==> src/hw/bram_pkg.sv <==
// memory map, widths and address views shared by the APB boot RAM design
package bram_pkg;

   localparam int apb_addr_width  = 32;
   localparam int word_width      = 32;
   localparam int strb_width      = word_width / 8;
   localparam int line_width      = 128;
   localparam int line_bytes      = line_width / 8;
   localparam int lanes_per_line  = line_width / word_width;
   localparam int bram_addr_width = 16;  // 64 KB
   localparam int line_offset     = $clog2(line_bytes);
   localparam int line_count      = 2 ** (bram_addr_width - line_offset);

   localparam logic [apb_addr_width-1:0] bram_base = 32'h0000_0000;
   localparam logic [apb_addr_width-1:0] bram_mask = 32'h0000_ffff;

   typedef logic [strb_width-1:0] strb_t;
   typedef logic [line_width-1:0] line_t;
   typedef logic [line_bytes-1:0] line_we_t;

   // line / lane / byte split of a RAM byte address
   typedef struct packed {
      logic [bram_addr_width-line_offset-1:0] line;
      logic [$clog2(lanes_per_line)-1:0]      lane;
      logic [$clog2(strb_width)-1:0]          offset;
   } addr_fields_t;

   typedef union packed {
      logic [bram_addr_width-1:0] flat;
      addr_fields_t               fields;
   } ram_addr_t;

endpackage

==> src/hw/lane_req_if.sv <==
// word-wide request from the APB front end to the lane steerer, one pulse per access
interface lane_req_if;
   import bram_pkg::*;

   logic                  valid;  // single cycle, always taken
   logic                  write;
   ram_addr_t             addr;
   logic [word_width-1:0] wdata;
   strb_t                 strb;
   logic [word_width-1:0] rdata;  // one cycle after valid

   modport front (
      output valid,
      output write,
      output addr,
      output wdata,
      output strb,
      input  rdata
   );

   modport steer (
      input  valid,
      input  write,
      input  addr,
      input  wdata,
      input  strb,
      output rdata
   );

endinterface

==> src/hw/ram_port_if.sv <==
// line-wide block RAM port between the lane steerer and the line store
interface ram_port_if;
   import bram_pkg::*;

   logic      en;
   line_we_t  we;      // one bit per byte of the line
   ram_addr_t addr;
   line_t     wrdata;
   line_t     rddata;

   modport steer (
      output en,
      output we,
      output addr,
      output wrdata,
      input  rddata
   );

   modport store (
      input  en,
      input  we,
      input  addr,
      input  wrdata,
      output rddata
   );

endinterface

==> src/hw/lane_steer.sv <==
// places a 32-bit word request on its lane of the 128-bit RAM line and picks the lane back out
module lane_steer (
   input  logic       ram_clk,
   input  logic       reset_i,
   lane_req_if.steer  req,
   ram_port_if.steer  ram
);
   import bram_pkg::*;

   logic [$clog2(lanes_per_line)-1:0] lane_q;

   assign ram.en     = req.valid;
   assign ram.addr   = req.addr;
   assign ram.wrdata = {lanes_per_line{req.wdata}};  // same word in every lane

   // strobes shifted up to the addressed lane, nothing enabled on reads
   always_comb begin
      if (req.write) begin
         ram.we = line_we_t'(req.strb) << (req.addr.fields.lane * strb_width);
      end else begin
         ram.we = '0;
      end
   end

   // lane follows the registered read address of the store
   always_ff @(posedge ram_clk) begin
      if (reset_i) begin
         lane_q <= '0;
      end else if (req.valid) begin
         lane_q <= req.addr.fields.lane;
      end
   end

   assign req.rdata = ram.rddata[lane_q*word_width +: word_width];

endmodule

==> src/flat_wrapper.sv <==
// flat-port wrapper written by rule: the top's interface ports become plain ports
module lane_steer_flat import bram_pkg::*;
  (ram_clk, reset_i, req_valid, req_write, req_addr, req_wdata, req_strb, req_rdata, ram_en, ram_we, ram_addr, ram_wrdata, ram_rddata);
  lane_req_if req_i ();
  ram_port_if ram_i ();
  input  logic ram_clk;
  input  logic reset_i;
  input wire logic [$bits(req_i.valid)-1:0] req_valid;
  input wire logic [$bits(req_i.write)-1:0] req_write;
  input wire logic [$bits(req_i.addr)-1:0] req_addr;
  input wire logic [$bits(req_i.wdata)-1:0] req_wdata;
  input wire logic [$bits(req_i.strb)-1:0] req_strb;
  output wire logic [$bits(req_i.rdata)-1:0] req_rdata;
  output wire logic [$bits(ram_i.en)-1:0] ram_en;
  output wire logic [$bits(ram_i.we)-1:0] ram_we;
  output wire logic [$bits(ram_i.addr)-1:0] ram_addr;
  output wire logic [$bits(ram_i.wrdata)-1:0] ram_wrdata;
  input wire logic [$bits(ram_i.rddata)-1:0] ram_rddata;
  assign req_i.valid = req_valid;
  assign req_i.write = req_write;
  assign req_i.addr = req_addr;
  assign req_i.wdata = req_wdata;
  assign req_i.strb = req_strb;
  assign req_rdata = req_i.rdata;
  assign ram_en = ram_i.en;
  assign ram_we = ram_i.we;
  assign ram_addr = ram_i.addr;
  assign ram_wrdata = ram_i.wrdata;
  assign ram_i.rddata = ram_rddata;
  lane_steer u_core (.ram_clk(ram_clk), .reset_i(reset_i), .req(req_i), .ram(ram_i));
endmodule
==> config.mk <==
export PLATFORM = sky130hd
export DESIGN_NAME = lane_steer_flat
export DESIGN_NICKNAME = d
export VERILOG_FILES = /design/src/hw/bram_pkg.sv /design/src/hw/lane_req_if.sv /design/src/hw/ram_port_if.sv /design/src/hw/lane_steer.sv /design/src/flat_wrapper.sv
export SDC_FILE = /design/constraint.sdc
export NUM_CORES = 1
export LEC_CHECK = 0
export ABC_AREA = 0
export BUFFER_PORTS_ARGS = -buffer_cell sky130_fd_sc_hd__buf_2
export CORE_AREA = 2 2 148 150
export CTS_CLUSTER_DIAMETER = 60
export CTS_CLUSTER_SIZE = 14
export DETAILED_ROUTE_END_ITERATION = 12
export DIE_AREA = 0 0 150 152
export SLEW_MARGIN = 10
export SYNTH_ARGS = -nofsm -noshare
export SYNTH_HDL_FRONTEND = slang
export SYNTH_SLANG_ARGS = --single-unit
==> constraint.sdc <==
create_clock -name ram_clk -period 1.5 [get_ports ram_clk]
set_input_delay 0.3 -clock ram_clk [delete_from_list [all_inputs] [get_ports ram_clk]]
set_output_delay 0.3 -clock ram_clk [all_outputs]
set_load 0.1 [all_outputs]
==> impl_metrics.py <==
metrics = {
    "status": {
        "status": "finished, violations left",
        "violations": "negative setup slack",
    },
    "worst_setup_path": {
        "crit_buf_inv": 2,
        "cp_data_required_time_ns": 1.20,
        "cp_top_family": "multiplexers",
        "endpoint_kind": "output pin",
        "path_class": "reg2out",
        "crit_path_start_kind": "register",
        "critical_path.max_stage_delay_ns": 0.51,
        "critPathSlowestCell": "mux4_2",
        "cp_cell_sequence": "clkbuf_16 -> mux4_2 -> buf_6",
        "cp.arrival_ns": 1.60,
        "path_max_fanout": 6,
    },
    "placed_design": {
        "gp_congestion": 0.627,
        "port_buffers": 188,
        "placed_area_um2": 2650,
        "place_inst": 538,
        "post-dp-hpwl_um": 6650,
        "pre_cts_ws_ns": -0.289,
    },
    "routing": {
        "drt-initial-drc-count": 22,
        "vias": 1639,
        "drc": 0,
        "drt-wirelength-per-cell_um": 14.6,
        "ant_nets": 0,
        "via_per_inst": 3.01,
        "firstDrtPassIters": 4,
        "wl_um": 7950,
    },
    "cells_and_area": {
        "syn2layout_area_growth_pct": 45.7,
        "antenna-diode-count": 0,
        "largest_register_ffs": 2,
        "reg.largest.list": "u_core.lane_q: 2 flops",
        "fin_util_pct": 14.2,
        "final_common_cell": "buf_2",
        "top_register": "u_core.lane_q",
        "layout_common_cells": "138 x buf_2, 32 x mux4_2, 31 x buf_6",
        "post-route-cell-area_um2": 3020,
        "nets": 450,
        "stdcell_count": 544,
        "drive_gt1_share_pct": 97.0,
    },
    "power_and_ir_drop": {
        "p_leak_nw": 1.28,
        "clkPwrFrac_pct": 18.9,
        "power.internal_mw": 0.955,
        "p_sw_share_pct": 54.5,
        "power_density_nw_per_um2": 694,
        "net-switching-power_mw": 1.14,
        "pwr-share-comb_pct": 77.9,
        "total_power_mw": 2.10,
        "pwr-share-seq_pct": 3.2,
        "peakVddDrop_mv": 0.250,
    },
    "floorplan": {
        "ios": 377,
        "core_area_um2": 21400,
        "rows": 54,
        "die-area_um2": 22800,
        "die_x_um": 150,
        "die_h_um": 152,
        "start_util_pct": 9.72,
    },
    "synthesis": {
        "syn_area_um2": 2070,
        "synthAdderAreaFrac_pct": 0,
        "synth.distinct_cells": 13,
        "synth.avg_cell_area_um2": 9.69,
        "yosysTopAreaCell": "buf_4",
        "synthXorXnorAreaFrac_pct": 0,
        "ys_top_cells_by_area": "buf_4 52%, mux4_2 31%, mux4_1 3.8%",
        "ys_ff_latch": 2,
        "ys.warnings.count": 0,
        "synth.yosys.seq_area_share_pct": 1.93,
        "syn_nets": 398,
        "synthSimpleGateAreaFrac_pct": 5.01,
        "synth-compound-area-share_pct": 0,
        "syn_inst": 214,
        "synth_top_area_share_pct": 52.5,
        "synthMuxAreaShare_pct": 36.2,
        "synth_top_family_by_area": "buffers and inverters",
    },
    "flow_run": {
        "cap_violations": 0,
    },
    "timing": {
        "worst_slew_pin_slew_ns": 0.485,
        "rsz0062_at_grt": "true",
        "hold_viol": 0,
        "skew_ns": 0,
        "post-route-period-util_pct": 126,
        "relSlewSlack_pct": 67.9,
        "slew_viol_final": 0,
        "tns_ns": -11.83,
        "fin_crit_ns": 1.90,
        "finalSetupViolations": 32,
        "fin_ws_ns": -0.397,
        "hold-worst-slack_ns": 0.248,
        "fmax_mhz": 527,
    },
    "clock_tree": {
        "cts_htree_levels": 1,
        "cts_tree": "yes",
        "cts_buffer_depth": 2,
        "clk_pin_slew_ns": 0.03,
        "cts-hold-fix-buffers": 0,
        "clkLatencyLatePin_ns": 0.22,
        "cts_root_buf": "clkbuf_16",
        "clock-sinks": 2,
        "cts_inserted_buffers": 3,
        "cts_setup_buffers": 0,
    },
    "worst_hold_path": {
        "min_path_type": "in2reg",
    },
    "global_routing": {
        "track_usage_pct": 6.29,
        "grt_pass1_vias": 1800,
        "grt_pass1_wl_um": 10700,
        "grt_antenna_before_repair": 0,
        "overflow": 0,
        "grt_max_degree": 28,
    },
}
-- synthesized netlist by cell type --
cell,instances
nand2_1,5
dfxtp_1,2
mux2i_1,2
buf_12,3
buf_2,3
nor2_1,14
nor3_1,4
mux4_1,3
buf_6,1
clkbuf_1,1
mux4_2,29
buf_4,145
nand2b_1,2
-- power groups by stage --
stage	Sequential, mW	Combinational, mW	Clock, mW
finish	0.0674	1.64	0.396
global route	0.0690	1.69	0.411
CTS	0.0675	1.64	0.404
detailed placement	0.0629	1.47	0
global placement	0.0626	1.46	0
floorplan	0.0586	2.89	0
-- layer usage --
layer	vias up	GRT usage [%]	part of all wire (%)
met5	-	1.74	0.67
met1	723	6.75	36
met2	200	10.2	46
li1	697	-	-
met3	17	4.29	17
met4	2	1.12	1.1
-- worst reg2reg max path: stages, from the launching register on --
cell and delay, ns:
dfxtp_4 0.40, mux2i_1 0.15, nor2_1 0.05
-- cell families after synthesis --
kind of cell | Yosys count
buf+inv | 153
flops | 2
mux | 34
simple gates | 25
-- final cells by class --
cell class | count | area, um2
Clock buffer | 3 | 75.1
Tap cell | 280 | 350
Fill cell | 2425 | 18300
Multi-Input combinational cell | 59 | 957
Sequential cell | 2 | 45.0
Timing Repair Buffer | 200 | 1600
-- final timing paths --
kind | from | to | slack [ns] | cells past startpoint
worst max-delay path | u_core.lane_q[0]$_SDFFE_PP0P_ | req_rdata[25] | -0.40 | 3
worst min-delay path | reset_i | u_core.lane_q[0]$_SDFFE_PP0P_ | 0.25 | 2
worst max register to register | u_core.lane_q[0]$_SDFFE_PP0P_ | u_core.lane_q[0]$_SDFFE_PP0P_ | 0.80 | 2
worst min register to register | u_core.lane_q[1]$_SDFFE_PP0P_ | u_core.lane_q[1]$_SDFFE_PP0P_ | 0.55 | 2
-- what timing repair did --
action / CTS / global route
endpoints found under the setup margin: 32 / 32
cloned: 2 / 1
resized for setup: 69 / 1
Note: power is estimated with default switching activity, not from simulation.
