## src/hw/bram_pkg.sv

```systemverilog
// memory map, widths and address views shared by the APB boot RAM design
package bram_pkg;

   localparam int apb_addr_width  = 32;
   localparam int word_width      = 32;
   localparam int strb_width      = word_width / 8;
   localparam int line_width      = 128;
   localparam int line_bytes      = line_width / 8;
   localparam int lanes_per_line  = line_width / word_width;
   localparam int bram_addr_width = 16;  // 64 KB
   localparam int line_offset     = $clog2(line_bytes);
   localparam int line_count      = 2 ** (bram_addr_width - line_offset);

   localparam logic [apb_addr_width-1:0] bram_base = 32'h0000_0000;
   localparam logic [apb_addr_width-1:0] bram_mask = 32'h0000_ffff;

   typedef logic [strb_width-1:0] strb_t;
   typedef logic [line_width-1:0] line_t;
   typedef logic [line_bytes-1:0] line_we_t;

   // line / lane / byte split of a RAM byte address
   typedef struct packed {
      logic [bram_addr_width-line_offset-1:0] line;
      logic [$clog2(lanes_per_line)-1:0]      lane;
      logic [$clog2(strb_width)-1:0]          offset;
   } addr_fields_t;

   typedef union packed {
      logic [bram_addr_width-1:0] flat;
      addr_fields_t               fields;
   } ram_addr_t;

endpackage

```

## src/hw/lane_req_if.sv

```systemverilog
// word-wide request from the APB front end to the lane steerer, one pulse per access
interface lane_req_if;
   import bram_pkg::*;

   logic                  valid;  // single cycle, always taken
   logic                  write;
   ram_addr_t             addr;
   logic [word_width-1:0] wdata;
   strb_t                 strb;
   logic [word_width-1:0] rdata;  // one cycle after valid

   modport front (
      output valid,
      output write,
      output addr,
      output wdata,
      output strb,
      input  rdata
   );

   modport steer (
      input  valid,
      input  write,
      input  addr,
      input  wdata,
      input  strb,
      output rdata
   );

endinterface

```

## src/hw/apb_slave_port.sv

```systemverilog
// APB slave front end: decodes the RAM region and turns each hit into one lane request
module apb_slave_port (
   input  logic                                ram_clk,
   input  logic                                reset_i,
   input  logic                                psel_i,
   input  logic                                penable_i,
   input  logic                                pwrite_i,
   input  logic [bram_pkg::apb_addr_width-1:0] paddr_i,
   input  logic [bram_pkg::word_width-1:0]     pwdata_i,
   input  bram_pkg::strb_t                     pstrb_i,
   output logic [bram_pkg::word_width-1:0]     prdata_o,
   output logic                                pready_o,
   output logic                                pslverr_o,
   lane_req_if.front                           req
);
   import bram_pkg::*;

   logic wait_q;     // high in the second access cycle
   logic err_q;
   logic hit;
   logic first_access;

   assign hit          = (paddr_i & ~bram_mask) == bram_base;
   assign first_access = psel_i & penable_i & ~wait_q;

   // the single wait state, same for every transfer
   always_ff @(posedge ram_clk) begin
      if (reset_i) begin
         wait_q <= 1'b0;
         err_q  <= 1'b0;
      end else if (wait_q) begin
         wait_q <= 1'b0;  // transfer completes this cycle
         err_q  <= 1'b0;
      end else if (first_access) begin
         wait_q <= 1'b1;
         err_q  <= ~hit;
      end
   end

   // request goes out in the first access cycle, misses never reach the RAM
   assign req.valid      = first_access & hit;
   assign req.write      = pwrite_i;
   assign req.addr.flat  = paddr_i[bram_addr_width-1:0];
   assign req.wdata      = pwdata_i;
   assign req.strb       = pstrb_i;

   assign pready_o  = wait_q;
   assign pslverr_o = err_q;

   // zero data on errors and outside the ready cycle
   always_comb begin
      if (wait_q && !err_q && !pwrite_i) begin
         prdata_o = req.rdata;
      end else begin
         prdata_o = '0;
      end
   end

endmodule

```

## src/flat_wrapper.sv

```systemverilog
// flat-port wrapper written by rule: the top's interface ports become plain ports
module apb_slave_port_flat import bram_pkg::*;
  (ram_clk, reset_i, psel_i, penable_i, pwrite_i, paddr_i, pwdata_i, pstrb_i, prdata_o, pready_o, pslverr_o, req_valid, req_write, req_addr, req_wdata, req_strb, req_rdata);
  lane_req_if req_i ();
  input  logic ram_clk;
  input  logic reset_i;
  input  logic psel_i;
  input  logic penable_i;
  input  logic pwrite_i;
  input  logic [bram_pkg::apb_addr_width-1:0] paddr_i;
  input  logic [bram_pkg::word_width-1:0] pwdata_i;
  input  bram_pkg::strb_t pstrb_i;
  output logic [bram_pkg::word_width-1:0] prdata_o;
  output logic pready_o;
  output logic pslverr_o;
  output wire logic [$bits(req_i.valid)-1:0] req_valid;
  output wire logic [$bits(req_i.write)-1:0] req_write;
  output wire logic [$bits(req_i.addr)-1:0] req_addr;
  output wire logic [$bits(req_i.wdata)-1:0] req_wdata;
  output wire logic [$bits(req_i.strb)-1:0] req_strb;
  input wire logic [$bits(req_i.rdata)-1:0] req_rdata;
  assign req_valid = req_i.valid;
  assign req_write = req_i.write;
  assign req_addr = req_i.addr;
  assign req_wdata = req_i.wdata;
  assign req_strb = req_i.strb;
  assign req_i.rdata = req_rdata;
  apb_slave_port u_core (.ram_clk(ram_clk), .reset_i(reset_i), .psel_i(psel_i), .penable_i(penable_i), .pwrite_i(pwrite_i), .paddr_i(paddr_i), .pwdata_i(pwdata_i), .pstrb_i(pstrb_i), .prdata_o(prdata_o), .pready_o(pready_o), .pslverr_o(pslverr_o), .req(req_i));
endmodule
```

## config.mk

```make
export PLATFORM = sky130hd
export DESIGN_NAME = apb_slave_port_flat
export DESIGN_NICKNAME = d
export VERILOG_FILES = /design/src/hw/bram_pkg.sv /design/src/hw/lane_req_if.sv /design/src/hw/apb_slave_port.sv /design/src/flat_wrapper.sv
export SDC_FILE = /design/constraint.sdc
export NUM_CORES = 1
export LEC_CHECK = 0
export BUFFER_PORTS_ARGS = -buffer_cell sky130_fd_sc_hd__buf_2
export CAP_MARGIN = 30
export CORE_AREA = 5 5 72 74
export CTS_CLUSTER_DIAMETER = 80
export CTS_CLUSTER_SIZE = 12
export DETAILED_ROUTE_END_ITERATION = 10
export DIE_AREA = 0 0 77 79
export PLACE_DENSITY = 0.71
export SLEW_MARGIN = 25
export SYNTH_ARGS = -nofsm -noshare
export SYNTH_HDL_FRONTEND = slang
export SYNTH_SLANG_ARGS = --single-unit
export TNS_END_PERCENT = 30
```

## constraint.sdc

```tcl
create_clock -name ram_clk -period 1.2 [get_ports ram_clk]
set_input_delay 0.06 -clock ram_clk [delete_from_list [all_inputs] [get_ports ram_clk]]
set_output_delay 0.06 -clock ram_clk [all_outputs]
set_load 0.03 [all_outputs]
```

==> impl_metrics.json, run 1 <==
{
  "hp-start": "reset_i",
  "synth_cells": 102,
  "netlist_area_um2": 747,
  "relSlewSlack_pct": 79.6,
  "min_period_ns": 1.31,
  "ios": 193,
  "rows": 25,
  "avgViaCountPerCell": 4.05,
  "r2r-start": "u_core.pready_o",
  "grt_usage_pct": 9.95,
  "violations": "setup timing",
  "area_growth_pct": 58.8,
  "cts_tree": "yes",
  "synth-seq-area-share_pct": 5.36,
  "syn_nets": 207,
  "cp.required_ns": 1.14,
  "pre_cts_ws_ns": -0.135,
  "gp_congestion": 0.596,
  "vias": 789,
  "yosysTopAreaCell": "buf_4",
  "cts_hold_buf": 0,
  "clk_pin_slew_ns": 0.03,
  "critPathLaunchType": "register",
  "drive_gt1_share_pct": 93.6,
  "ctsRootBufferMaster": "clkbuf_8",
  "cp-startpoint": "u_core.pready_o",
  "drc": 0,
  "grt_pass1_wl_um": 4670,
  "cts_htree_levels": 1,
  "tightestPinTransition_ns": 0.299,
  "synth_top_area_share_pct": 53.3,
  "die-width_um": 77,
  "diodes": 0,
  "power_w": 0.000556,
  "final-hold-violation-count": 0,
  "crit_type": "reg2out",
  "initial_utilization_pct": 16.5,
  "die_y_um": 79,
  "min_path_type": "in2reg",
  "cp.arrival_ns": 1.25,
  "numClockSinks": 2,
  "antenna_found_initial": 1,
  "fin_worst_skew_ns": 0.00178,
  "crit_fanout": 4,
  "first_pass_iters": 4,
  "maxCapViolCount": 0,
  "multiInputGateArea_um2": 350,
  "power.density_nw_per_um2": 469,
  "dpl.cell_count": 191,
  "tns_ns": -2.30,
  "ys_seq_elements": 2,
  "reg2reg_slack_ns": 0.11,
  "nets": 248,
  "layout_setup_ws_ns": -0.111,
  "numCtsBuffers": 3,
  "ir_worst_vdd_mv": 0.460,
  "setup_viol": 33,
  "endpoint_kind": "output port",
  "grt_max_degree": 17,
  "final_cell_mix": "buf_2 (55), buf_6 (35), and2_2 (27)",
  "die-area_um2": 6080,
  "syn-mean-instance-area_um2": 7.32,
  "grt_overflow": 0,
  "core-area_um2": 4540,
  "clock.fmax_ghz": 0.763,
  "finalCritPeriodShare_pct": 109,
  "clk_path_buf_depth": 2,
  "io_buffers": 88,
  "wl_per_cell_um": 16.5,
  "ys_types": 13,
  "whs_ns": 0.0173,
  "p_leak_nw": 0.633,
  "rsz0062_at_grt": "true",
  "synthTopCellsByArea": "buf_4 (53%), and2_1 (28%), dfxtp_1 (5.4%)",
  "fillCellCount": 489,
  "ys_warn_count": 0,
  "ant_nets": 0,
  "final-seq-area_um2": 42.5,
  "first_iter_violations": 2,
  "maxSlewViolCount": 0,
  "grt_pass1_vias": 857,
  "status": "finished with violations",
  "clk_latency_ns": 0.21,
  "final_common_cell": "buf_2",
  "finalNonFillerCells": 195,
  "routed_wirelength_um": 3210
}
[through the flow]
step / util (%) / instance area [um2]
after floorplan: - / 786
after global placement: 20.3 / 920
after detailed placement: 20.3 / 920
after CTS: 27.0 / 1220
after global routing: 26.2 / 1190
final: 26.2 / 1190
[critical path, stage by stage, from the launching register on]
cell and delay, ns:
dfxtp_2 0.30, buf_4 0.13, nor4_1 0.13, and3_1 0.21
and2_4 0.15, buf_6 0.12
[power breakdown]
part	total [W]	switching (W)	internal [W]
Combinational	0.000218	0.0000996	0.000119
Clock	0.000263	0.0000511	0.000212
Sequential	0.0000745	0.00000296	0.0000716
Total	0.000556	0.000154	0.000402
[what timing repair did]
item,4_1_cts,5_1_grt
pin swaps,4,1
endpoints found under the setup margin,33,33
cloned,1,0
gates resized for setup,72,4
setup buffers,2,0
[sequential cells by signal, summed over array words and instances (netlist names)]
name,flops
u_core.pready_o,1
u_core.pslverr_o,1
[cell type report]
type	count	share of cell area, %
multi-input cells	44	29.5
flip-flops and latches	2	3.59
clock buffers	3	3.48
repair buffers	92	57.7
well taps	54	5.70
[path summary, 6_finish.rpt]
path | endpoint | cells past startpoint
worst max-delay path | req_valid | 5
worst min-delay path | u_core.pready_o | 2
worst min register to register | u_core.pready_o | 2
worst max register to register | u_core.pslverr_o | 4
[cell usage after synthesis]
cell and count:
nor3_1 2, and2_1 33, nor3b_2 1, a2111oi_0 1, nand2_1 1, a21oi_1 1
or4_4 1, buf_4 53, nor4_1 2, nor4_4 1, clkbuf_1 3, dfxtp_1 2
and3_1 1
[kinds of logic (layout without fill, tap and decap cells)]
family / count (synthesis) / count (layout) / share of synthesized area [%]
AND/OR/NAND/NOR: 42 / 42 / 38.0
flip-flops: 2 / 2 / 5.36
buffers and inverters: 56 / 95 / 54.8
AO/OA/AOI/OAI: 2 / 2 / 1.84
[metal layers]
layer | vias to the layer above | part of all wire (%) | track usage (%)
met2 | 83 | 51 | 17.1
met4 | 2 | 6.6 | 7.90
li1 | 345 | - | -
met3 | 38 | 15 | 5.22
met5 | - | 0.40 | 0
met1 | 321 | 27 | 8.66
(Power assumes the default switching activity.)
==> run 2: changes to the inputs <==
==> constraint.sdc (replaced) <==
create_clock -name ram_clk -period 1.2 [get_ports ram_clk]
set_input_delay 0 -clock ram_clk [delete_from_list [all_inputs] [get_ports ram_clk]]
set_output_delay 0 -clock ram_clk [all_outputs]
set_load 0.03 [all_outputs]
==> impl_metrics.json, run 2 (synthesis results as in run 1) <==
{
  "routed_wirelength_um": 3250,
  "tightestPinTransition_ns": 0.324,
  "critPathLaunchType": "register",
  "io_buffers": 88,
  "die-width_um": 77,
  "clk_latency_ns": 0.21,
  "r2r_cells": 4,
  "cp.required_ns": 1.20,
  "clockPowerShare_pct": 47.8,
  "relSlewSlack_pct": 77.8,
  "finalCritPeriodShare_pct": 103,
  "final-hold-violation-count": 0,
  "setup_viol": 33,
  "ir_worst_vdd_mv": 0.445,
  "crit_type": "reg2out",
  "grt_overflow": 0,
  "avgViaCountPerCell": 3.92,
  "r2r-start": "u_core.pready_o",
  "maxCapViolCount": 0,
  "final_common_cell": "buf_2",
  "p_int_w": 0.000406,
  "clk_pin_slew_ns": 0.03,
  "reg2reg_slack_ns": 0.11,
  "grt_usage_pct": 9.84,
  "vias": 768,
  "nets": 249,
  "hp-start": "paddr_i[8]",
  "drc": 0,
  "utilization_pct": 26.6,
  "cp-startpoint": "u_core.pready_o",
  "violations": "setup timing",
  "endpoint_kind": "output port",
  "cts_tree": "yes",
  "grt_max_degree": 17,
  "first_pass_iters": 4,
  "drive_gt1_share_pct": 93.0,
  "numClockSinks": 2,
  "die_y_um": 79,
  "gp_congestion": 0.595,
  "grt_pass1_wl_um": 4650,
  "rows": 25,
  "swShare_pct": 29.0,
  "power_w": 0.000571,
  "fin_worst_skew_ns": 0.00334,
  "cts_htree_levels": 1,
  "whs_ns": 0.0000116,
  "fillCellCount": 494,
  "area_growth_pct": 61.3,
  "ctsRootBufferMaster": "clkbuf_8",
  "pwr-share-seq_pct": 13.1,
  "clock.fmax_ghz": 0.809,
  "p_leak_nw": 0.636,
  "final_cell_mix": "buf_2 (55), buf_6 (35), and2_2 (30)",
  "crit_chain": "buf_4, nor4_4, and3_1, and2_4, buf_6",
  "status": "finished with violations",
  "grt_pass1_vias": 856,
  "ios": 193,
  "maxSlewViolCount": 0,
  "min_path_type": "in2out",
  "clk_path_buf_depth": 2,
  "ant_nets": 0,
  "numCtsBuffers": 3,
  "min_period_ns": 1.24,
  "rsz0062_at_grt": "true",
  "pwr-share-comb_pct": 39.1,
  "initial_utilization_pct": 16.5,
  "cp.arrival_ns": 1.24,
  "power.density_nw_per_um2": 474,
  "core-area_um2": 4540,
  "antenna_found_initial": 1,
  "first_iter_violations": 10,
  "crit_fanout": 4,
  "wl_per_cell_um": 16.6,
  "critPathMaxStageDelay_ns": 0.31,
  "r2r_end": "u_core.pslverr_o",
  "layout_setup_ws_ns": -0.0363,
  "holdPathEnd": "req_addr[8]",
  "slowest_stage": "dfxtp_2",
  "p_sw_w": 0.000165,
  "die-area_um2": 6080,
  "diodes": 0,
  "holdPathStages": 0
}
run 2: cell count changes in the layout (fill, tap and decap cells not counted), sizes merged:
cell / before / now
dlygate4sd3: 0 / 1
run 2: power groups by stage:
stage	Sequential (W)	Clock, W	Combinational (W)
final	0.0000746	0.000273	0.000224
after global placement	0.0000737	0	0.000191
after detailed placement	0.0000739	0	0.000194
after global routing	0.0000749	0.000292	0.000242
after floorplan	0.0000821	0	0.000395
after CTS	0.0000745	0.000277	0.000233
run 2: how the worst max path moves through the flow:
stage	end	cells past startpoint
2_1_floorplan	prdata_o[10]	3
3_5_place_dp	req_valid	5
6_report	req_valid	5
4_1_cts	prdata_o[2]	5
3_3_place_gp	req_valid	5
5_1_grt	req_valid	5
run 2: layout make-up:
cell class	count	area [um2]	area share [%]
clock buffer	3	41.3	3.43
multi-input combinational	44	359	29.8
sequential	2	42.5	3.53
tap	54	67.6	5.61
timing repair buffer	93	694	57.6
run 2: critical path, delay by kind of cell (launching register included):
family,cells,cell delay [ns]
buffers and inverters,2,0.26
flip-flops,1,0.31
AND/OR/NAND/NOR,3,0.45
run 2: per-stage QoR:
stage	std cells	area, um2	setup slack, ns	setup TNS [ns]
floorplan	102	786	0.0338	0
global placement	191	920	0.00323	0
detailed placement	191	920	-0.0224	-0.0224
CTS	198	1240	-0.0851	-2.47
global route	196	1200	-0.127	-2.69
finish	196	1200	-0.0363	-0.568
run 2: per-layer routing:
metal	GRT usage [%]	wire [um]
met1	8.18	879
met2	17.7	1680
met3	4.99	488
met4	7.39	197
met5	0	7
run 2: timing repair:
| item | 4_1_cts | 5_1_grt |
|---|---|---|
| gates resized for setup | 72 | 2 |
| hold buffers | 1 | 0 |
| endpoints found under the setup margin | 33 | 33 |
| pin swaps | 3 | 1 |
| cloned | 1 | 0 |
| buffers inserted | 2 | 0 |
| hold endpoints to repair | 2 | 0 |
